File: src/alu_cfg.svh
`ifndef ALU_CFG_SVH
`define ALU_CFG_SVH

// Board data path width
// Switches, operands and LEDs share it
`define ALU_DATA_WIDTH 8

// MIPS-style function code width
`define ALU_FUNCT_WIDTH 6

`endif
File: src/alu_pkg.sv
`include "alu_cfg.svh"

package alu_pkg;

	////////////////////////////////////////////////////////////
	// Function codes
	////////////////////////////////////////////////////////////

	// R-type funct field values
	typedef enum logic [`ALU_FUNCT_WIDTH-1:0] {
		FUNCT_ADD = 6'b100000,
		FUNCT_SUB = 6'b100010,
		FUNCT_AND = 6'b100100,
		FUNCT_OR  = 6'b100101,
		FUNCT_XOR = 6'b100110,
		FUNCT_NOR = 6'b100111,
		FUNCT_SRL = 6'b000010,
		FUNCT_SRA = 6'b000011
	} funct_e;

	// Switch word seen as an opcode
	// Upper bits are unused padding
	typedef struct packed {
		logic [`ALU_DATA_WIDTH-`ALU_FUNCT_WIDTH-1:0] pad;
		funct_e                                      funct;
	} sw_opcode_t;

	// Same switch word, operand view or opcode view
	typedef union packed {
		logic [`ALU_DATA_WIDTH-1:0] data;
		sw_opcode_t                 op;
	} sw_word_u;

	////////////////////////////////////////////////////////////
	// Stage links
	////////////////////////////////////////////////////////////

	// Sync stage to capture stage
	typedef struct packed {
		logic     load_a;
		logic     load_b;
		logic     load_op;
		sw_word_u sw;
	} load_strobes_t;

	// Capture stage to execute stage
	typedef struct packed {
		logic                       valid;
		logic [`ALU_DATA_WIDTH-1:0] operand_a;
		logic [`ALU_DATA_WIDTH-1:0] operand_b;
		funct_e                     funct;
	} alu_req_t;

endpackage

File: src/alu_board_top.sv
`timescale 1ns/10ps
`include "alu_cfg.svh"

module alu_board_top (
	input  logic [`ALU_DATA_WIDTH-1:0] sw,
	input  logic                       but_izq,
	input  logic                       but_center,
	input  logic                       sw_op,
	input  logic                       clk100mhz,
	input  logic                       reset,
	output logic [`ALU_DATA_WIDTH-1:0] led
);

	////////////////////////////////////////////////////////////
	// Stage links
	////////////////////////////////////////////////////////////

	// Pulses and synchronized switches
	alu_pkg::load_strobes_t strobes;
	// Operands plus function code
	alu_pkg::alu_req_t      req;

	////////////////////////////////////////////////////////////
	// Pipeline
	////////////////////////////////////////////////////////////

	// Stage 1, buttons to pulses
	input_sync u_input_sync (
		.clk100mhz  (clk100mhz),
		.reset      (reset),
		.sw         (sw),
		.but_izq    (but_izq),
		.but_center (but_center),
		.sw_op      (sw_op),
		.strobes    (strobes)
	);

	// Stage 2, operand and opcode registers
	operand_capture u_operand_capture (
		.clk100mhz (clk100mhz),
		.reset     (reset),
		.strobes   (strobes),
		.req       (req)
	);

	// Stage 3, ALU and LED register
	alu_execute u_alu_execute (
		.clk100mhz (clk100mhz),
		.reset     (reset),
		.req       (req),
		.led       (led)
	);

endmodule

File: src/alu_execute.sv
`timescale 1ns/10ps
`include "alu_cfg.svh"

module alu_execute (
	input  logic                       clk100mhz,
	input  logic                       reset,
	input  alu_pkg::alu_req_t          req,
	output logic [`ALU_DATA_WIDTH-1:0] led
);

	// Local names for the operands
	logic [`ALU_DATA_WIDTH-1:0] a;
	logic [`ALU_DATA_WIDTH-1:0] b;
	// Shift amount too large for the word
	logic                       shift_sat;
	// Combinational ALU output
	logic [`ALU_DATA_WIDTH-1:0] result;

	assign a = req.operand_a;
	assign b = req.operand_b;

	// Whole of B is the amount, not just its low bits
	assign shift_sat = (b >= `ALU_DATA_WIDTH'(`ALU_DATA_WIDTH));

	////////////////////////////////////////////////////////////
	// Function decode
	////////////////////////////////////////////////////////////

	always_comb begin
		result = '0;
		case (req.funct)
			// Wraps modulo 2^width, no carry kept
			alu_pkg::FUNCT_ADD: begin
				result = a + b;
			end
			alu_pkg::FUNCT_SUB: begin
				result = a - b;
			end
			// Bitwise group
			alu_pkg::FUNCT_AND: begin
				result = a & b;
			end
			alu_pkg::FUNCT_OR: begin
				result = a | b;
			end
			alu_pkg::FUNCT_XOR: begin
				result = a ^ b;
			end
			alu_pkg::FUNCT_NOR: begin
				result = ~(a | b);
			end
			// Logical shift, zeros come in from the top
			alu_pkg::FUNCT_SRL: begin
				if (shift_sat) begin
					result = '0;
				end else begin
					result = a >> b;
				end
			end
			// Arithmetic shift
			// Saturates to copies of the sign bit
			alu_pkg::FUNCT_SRA: begin
				if (shift_sat) begin
					result = {`ALU_DATA_WIDTH{a[`ALU_DATA_WIDTH-1]}};
				end else begin
					result = $signed(a) >>> b;
				end
			end
			// Unknown code reads as zero
			default: begin
				result = '0;
			end
		endcase
	end

	////////////////////////////////////////////////////////////
	// LED register
	////////////////////////////////////////////////////////////

	// Loads only on a request
	// Otherwise shows the last result
	always_ff @(posedge clk100mhz) begin
		if (reset) begin
			led <= '0;
		end else if (req.valid) begin
			led <= result;
		end
	end

endmodule

File: src/operand_capture.sv
`timescale 1ns/10ps
`include "alu_cfg.svh"

module operand_capture (
	input  logic                   clk100mhz,
	input  logic                   reset,
	input  alu_pkg::load_strobes_t strobes,
	output alu_pkg::alu_req_t      req
);

	// Stored operands
	logic [`ALU_DATA_WIDTH-1:0] operand_a_q;
	logic [`ALU_DATA_WIDTH-1:0] operand_b_q;
	// Last loaded function code
	alu_pkg::funct_e            funct_q;
	// Request pulse, one per opcode load
	logic                       valid_q;

	////////////////////////////////////////////////////////////
	// Operand registers
	////////////////////////////////////////////////////////////

	// Switch word read as plain data here
	always_ff @(posedge clk100mhz) begin
		if (reset) begin
			operand_a_q <= '0;
			operand_b_q <= '0;
		end else begin
			// Left button
			if (strobes.load_a) begin
				operand_a_q <= strobes.sw.data;
			end
			// Center button
			if (strobes.load_b) begin
				operand_b_q <= strobes.sw.data;
			end
		end
	end

	////////////////////////////////////////////////////////////
	// Opcode register and request
	////////////////////////////////////////////////////////////

	// Switch word read as an opcode here
	// Pad bits dropped
	always_ff @(posedge clk100mhz) begin
		if (reset) begin
			funct_q <= alu_pkg::funct_e'('0);
			valid_q <= 1'b0;
		end else begin
			if (strobes.load_op) begin
				funct_q <= strobes.sw.op.funct;
			end
			// Valid in the cycle after the strobe
			valid_q <= strobes.load_op;
		end
	end

	// Request bundle
	// A and B are whatever is held at the moment
	assign req.valid     = valid_q;
	assign req.operand_a = operand_a_q;
	assign req.operand_b = operand_b_q;
	assign req.funct     = funct_q;

endmodule

File: src/input_sync.sv
`timescale 1ns/10ps
`include "alu_cfg.svh"

module input_sync (
	input  logic                       clk100mhz,
	input  logic                       reset,
	input  logic [`ALU_DATA_WIDTH-1:0] sw,
	input  logic                       but_izq,
	input  logic                       but_center,
	input  logic                       sw_op,
	output alu_pkg::load_strobes_t     strobes
);

	// Button vectors ordered as {izq, center, op}
	logic [2:0]                 btn_meta;
	logic [2:0]                 btn_sync;
	logic [2:0]                 btn_prev;
	logic [2:0]                 btn_pulse;
	// Switch word synchronizer
	logic [`ALU_DATA_WIDTH-1:0] sw_meta;
	logic [`ALU_DATA_WIDTH-1:0] sw_sync;

	////////////////////////////////////////////////////////////
	// Synchronizers
	////////////////////////////////////////////////////////////

	// Free running through reset
	// Edge history follows a held button, so no pulse fires on release of reset
	always_ff @(posedge clk100mhz) begin
		btn_meta <= {but_izq, but_center, sw_op};
		btn_sync <= btn_meta;
		btn_prev <= btn_sync;
		sw_meta  <= sw;
		sw_sync  <= sw_meta;
	end

	////////////////////////////////////////////////////////////
	// Rising edge pulses
	////////////////////////////////////////////////////////////

	// One cycle high on a low to high step
	// Holding a button gives nothing more
	always_ff @(posedge clk100mhz) begin
		if (reset) begin
			btn_pulse <= '0;
		end else begin
			btn_pulse <= btn_sync & ~btn_prev;
		end
	end

	// Pulses plus the synchronized switch word
	assign strobes.load_a  = btn_pulse[2];
	assign strobes.load_b  = btn_pulse[1];
	assign strobes.load_op = btn_pulse[0];
	assign strobes.sw.data = sw_sync;

endmodule

File: config.mk
export PLATFORM = sky130hd
export DESIGN_NAME = alu_board_top
export DESIGN_NICKNAME = d
export VERILOG_FILES = /design/src/alu_pkg.sv /design/src/alu_board_top.sv /design/src/alu_execute.sv /design/src/operand_capture.sv /design/src/input_sync.sv
export VERILOG_INCLUDE_DIRS = /design/src
export SDC_FILE = /design/constraint.sdc
export NUM_CORES = 1
export LEC_CHECK = 0
export ABC_AREA = 0
export BUFFER_PORTS_ARGS = -buffer_cell sky130_fd_sc_hd__buf_2
export CORE_MARGIN = 10
export CORE_UTILIZATION = 29
export CTS_CLUSTER_DIAMETER = 60
export CTS_CLUSTER_SIZE = 8
export DETAILED_ROUTE_END_ITERATION = 10
export GPL_ROUTABILITY_DRIVEN = 0
export HOLD_SLACK_MARGIN = 0.02
export PLACE_DENSITY = 0.54
export REMOVE_ABC_BUFFERS = 1
export SETUP_SLACK_MARGIN = 0.2
export SLEW_MARGIN = 25
export SYNTH_ARGS = -nofsm -noshare
export SYNTH_HDL_FRONTEND = slang
export SYNTH_SLANG_ARGS = --single-unit
File: constraint.sdc
create_clock -name clk100mhz -period 4.6 [get_ports clk100mhz]
set_input_delay 0.23 -clock clk100mhz [delete_from_list [all_inputs] [get_ports clk100mhz]]
set_output_delay 0.23 -clock clk100mhz [all_outputs]
set_load 0.03 [all_outputs]
**Word-level counts from Yosys, hierarchy flattened**

Cells that the tools add are included.

- Word-level logic and storage cells: 33
- Register bits after elaboration: 59
- Output and inout bits: 8
- Bits of input ports: 13

- Muxes and demuxes: 3
- Bitwise operators: 6
- Equal/unequal tests: 8
- Add/sub/neg operators: 2
- Shift-type cells: 2
- $lt $le $gt $ge: 1

Operator list:

| operator | count |
|---|---|
| $pmux 8 s8 | 1 |
| $eq 6x6->1 const B | 6 |
| $mux 8 | 2 |
| $eq 6x2->1 const B | 2 |
| $add 8x8->8 | 1 |
| $and 8x8->8 | 1 |
| $ge 8x4->1 const B | 1 |
| $not 8->8 | 1 |
| $or 8x8->8 | 1 |
| $shr 8x8->8 | 1 |
| $sshr 8x8->8 | 1 |
| $sub 8x8->8 | 1 |
| $xor 8x8->8 | 1 |
| $and 3x3->3 | 1 |
| $not 3->3 | 1 |

**Longest topological paths before layout**

- Depth after elaboration: 3
- Depth in mapped cells: 13
- Depth with buffers taken out: 11

**Modules after synthesis**

A second synthesis with hierarchy kept.

- Cells, all modules: 371
- Area total of the unflattened synthesis: 3,358.2 um2

By module, submodules not included:

| module | area each (um2) | instances | cells an instance | sequential area each (um2) |
|---|---|---|---|---|
| alu_execute | 1,949.4 | 1 | 266 | 160.2 |
| operand_capture | 820.8 | 1 | 74 | 460.4 |
| input_sync | 588.1 | 1 | 31 | 560.5 |

**Worst setup path before layout**

Ideal clock, no wire load.

- Kind: register -> register
- From: reg u_operand_capture.funct_q[2]
- To: reg u_alu_execute.led[5]
- Slack: 1.980 ns
- Cell stages (with the launch flop): 11
- Data arrival time: 2.491 ns
- Data required time: 4.470 ns
- Clock period less this slack: 2.620 ns
- Buffers on the path: 0
- Library setup time: 0.130 ns
- Cell sequence: dfxtp_1 > or4b_4 > nor2_4 > mux2i_1 > ha_1 > nor2b_1 > o2111ai_1 > nand3b_1 > xor2_1 > a221oi_1 > a211oi_1

- Cells in the longest elaborated chain, start to end: 2
- Elaborated cells between the ends (all ways): 9
- Those cells by class: 8 x eq/ne; 1 x mux

Ends and longest elaborated chain:

| item | RTL line | source |
|---|---|---|
| from (decl) | operand_capture.sv:15 | `alu_pkg::funct_e funct_q;` |
| from (signal assigned) | operand_capture.sv:48 | `funct_q <= alu_pkg::funct_e'('0);` |
| from (signal assigned) | operand_capture.sv:52 | `funct_q <= strobes.sw.op.funct;` |
| $eq 6x2->1 or $eq 6x6->1 (tied branches) | alu_execute.sv:31 | `case (req.funct)` |
| $pmux 8 s8 (*) | alu_execute.sv:31 |  |
| to (signal assigned) | alu_execute.sv:86 | `led <= result;` |
| to (decl) | alu_execute.sv:8 | `` output logic [`ALU_DATA_WIDTH-1:0] led `` |

Every way passes the cells marked *; elsewhere a longest branch is shown, timed or not.
A chain may end at the register's enable or synchronous reset.

**Final worst setup path**

- From: reg u_operand_capture.funct_q[1]
- To: reg u_alu_execute.led[5]

The elaborated chain is that of the path after synthesis.

==> results.tsv <==
metric	value	unit
power	1.47	mW
wl_per_cell	15.3	µm
drtIter0Drc	194	
skew	0.00744	ns
ys_async_sr_fraction	0	%
cts.htree.levels	3	
hp-class	register to register	
diodes	0	
crit_path_start	u_operand_capture.funct_q[1]	
instances_no_fill	525	
antenna_found_initial	0	
die_h	127	µm
syn_inst	354	
cp_data_required_time	4.79	ns
fmax	0.318	GHz
final_net_count	416	
layout-drive-gt1-share	13.4	%
vdd_drop_max	0.000185	V
coreArea	11400	µm²
area_growth	16.6	%
clk_pin_slew	0.05	ns
yosys.area_share.adder	9.56	%
clock_latency	0.33	ns
p_leak	1.46	nW
status	finished, final reports clean	
fin_crit	3.14	ns
dp_cells	499	
drt-pass1-iter-count	5	
cp_max_fo	21	
io_buffers	20	
drtAntennaViolNets	0	
drt-total-wl	8.05	mm
ys_ff_latch	59	
p_per_area	377	nW/µm²
worstHoldStart	u_input_sync.btn_meta[2]	
cts_num_sinks	59	
seq_area_frac_synth	35.3	%
ys.flop_type	dfxtp_1	
critPathLaunchType	register	
detailed_place_hpwl	5.92	mm
ios	21	
synth_xor_area_share	5.49	%
synthSimpleGateAreaFrac	16.5	%
arrival	3.33	ns
dr_total_vias	2603	
ys_types	55	
fin_crit_sh	68.3	%
synth_top_family_by_area	simple AND/OR/NAND/NOR gates	
die-area	16300	µm²
via_per_inst	4.96	
final_max_slew_viol_count	0	
drc	0	
grt_max_degree	37	
grt_usage	10.4	%
synthMuxAreaShare	12.4	%
timing.rr.start	u_operand_capture.funct_q[1]	
cp-end-kind	register	
fin_util	34.4	%
syn_area_per_cell	9.47	µm²
rows	39	
critPathKind	register to register	
relSlewSlack	41.5	%
grt_pass1_wl	13.5	mm
grt-ovfl-total	0	
syn-cell-area	3350	µm²
synth_compound_area_share	13.6	%
post_cts_buffers	0	
cts_root_buf	clkbuf_16	
worst_pin_slew	0.876	ns
grt_pass1_vias	2574	
drv_cap	0	
synth_edf_count	0	
setup_violations	0	
cts_tree	yes	
yosys_warnings	0	
cts_buffers	9	
rsz0062_at_grt	false	
clock_path_buffers	2	
fp.dieW	127	µm
start_util	29.5	%
setup_tns	0	ns
hold_viol	0	
Yosys cell counts, types with 5 or more instances:
library cell	number	area share, %
ha_1	24	9.0
xnor2_1	18	4.7
mux2i_1	32	9.6
o21ai_0	16	2.4
a221oi_1	5	1.3
a211oi_1	6	1.3
clkbuf_8	9	3.7
inv_1	19	2.1
dfxtp_1	59	35
nand2_1	28	3.1
nor3_1	5	0.75
nor2_1	40	4.5
clkbuf_1	6	0.67
a21oi_1	15	2.2
state kept, by name, summed over array words and instances (netlist names):
register                       flops
u_operand_capture.operand_a_q      8
u_input_sync.btn_pulse             3
u_input_sync.btn_sync              3
u_operand_capture.valid_q          1
u_operand_capture.operand_b_q      8
u_input_sync.sw_sync               8
u_alu_execute.led                  8
u_input_sync.sw_meta               8
u_input_sync.btn_meta              3
u_operand_capture.funct_q          6
u_input_sync.btn_prev              3
kinds of logic after synthesis:
group	count (synthesis)
XOR/XNOR	21
flip-flops	59
buffers and inverters	39
multiplexers	36
AO/OA/AOI/OAI	67
AND/OR/NAND/NOR	107
adder cells (fa/ha/maj)	25
power by group:
| part | internal, mW | switching (mW) | total, mW |
|---|---|---|---|
| Clock | 0.500 | 0.229 | 0.729 |
| Combinational | 0.0870 | 0.0962 | 0.183 |
| Sequential | 0.532 | 0.0286 | 0.561 |
metal layers:
layer | part of all wire (%) | up-vias | track usage (%)
met4 | 2.0 | 0 | 4.09
met5 | 0 | - | 0
met3 | 7.5 | 13 | 4.43
li1 | - | 1304 | -
met1 | 49 | 1204 | 13.7
met2 | 42 | 82 | 14.5
cells in the final DEF (no fill, tap or decap), types with 2 or more instances in the layout:
cell           count
nor3_1             5
inv_1             19
ha_1              24
dfxtp_1           59
a211o_1            2
clkbuf_16          9
a211oi_1           6
xnor2_1           18
nor2_4             3
a22oi_1            2
o211ai_1           4
dlygate4sd3_1     11
clkbuf_8           2
nor4_1             2
a21oi_1           15
nand3_1            2
nor2_1            40
mux2i_1           32
or3_1              2
a31oi_1            3
nor3b_1            3
nand2b_1           2
o2111ai_1          3
o21ai_0           16
nor2b_1            4
xor2_1             3
mux4_2             3
a221oi_1           5
buf_2             20
bufinv_16          2
and3_1             2
o221ai_1           2
nand3b_1           3
nand2_1           28
repair_timing:
action / CTS / global route
hold buffers: 11 / 0
resized for setup: 0 / 0
hold endpoints to repair: 11 / 0
worst max-delay path, stage by stage, from the launching register on:
cell and delay [ns]:
dfxtp_1 0.31, buf_4 0.30, or4b_4 0.56, nor2_4 0.19, mux2i_1 0.32, ha_1 0.29, nor2b_1 0.15, o2111ai_1 0.24
nand3b_1 0.13, xor2_1 0.16, a221oi_1 0.26, a211oi_1 0.08
through the flow:
| stage | cell area, µm² | setup WS (ns) | hold WS [ns] |
|---|---|---|---|
| 2_1_floorplan | 3180 | 1.46 | 0.258 |
| 3_3_place_gp | 3470 | 1.58 | 0.310 |
| 3_5_place_dp | 3470 | 1.48 | 0.312 |
| 4_1_cts | 3910 | 1.46 | 0.324 |
| 5_1_grt | 3910 | 1.23 | 0.327 |
| 6_report | 3910 | 1.46 | 0.323 |
final timing paths:
path / endpoint / slack (ns) / cells after the start
setup / recovery: u_alu_execute.led[5] / 1.46 / 11
hold / removal: u_input_sync.btn_sync[2] / 0.32 / 0
setup reg to reg: u_alu_execute.led[5] / 1.46 / 11
hold reg to reg: u_input_sync.btn_sync[2] / 0.32 / 0
final cells by class:
class | instances | area (µm²)
timing repair buffer | 32 | 218
fill | 1168 | 7460
clock inverter | 4 | 73.8
tap | 143 | 179
multi-input combinational | 256 | 1930
clock buffer | 11 | 253
inverter | 20 | 75.1
sequential | 59 | 1180
(Power assumes the default switching activity.)
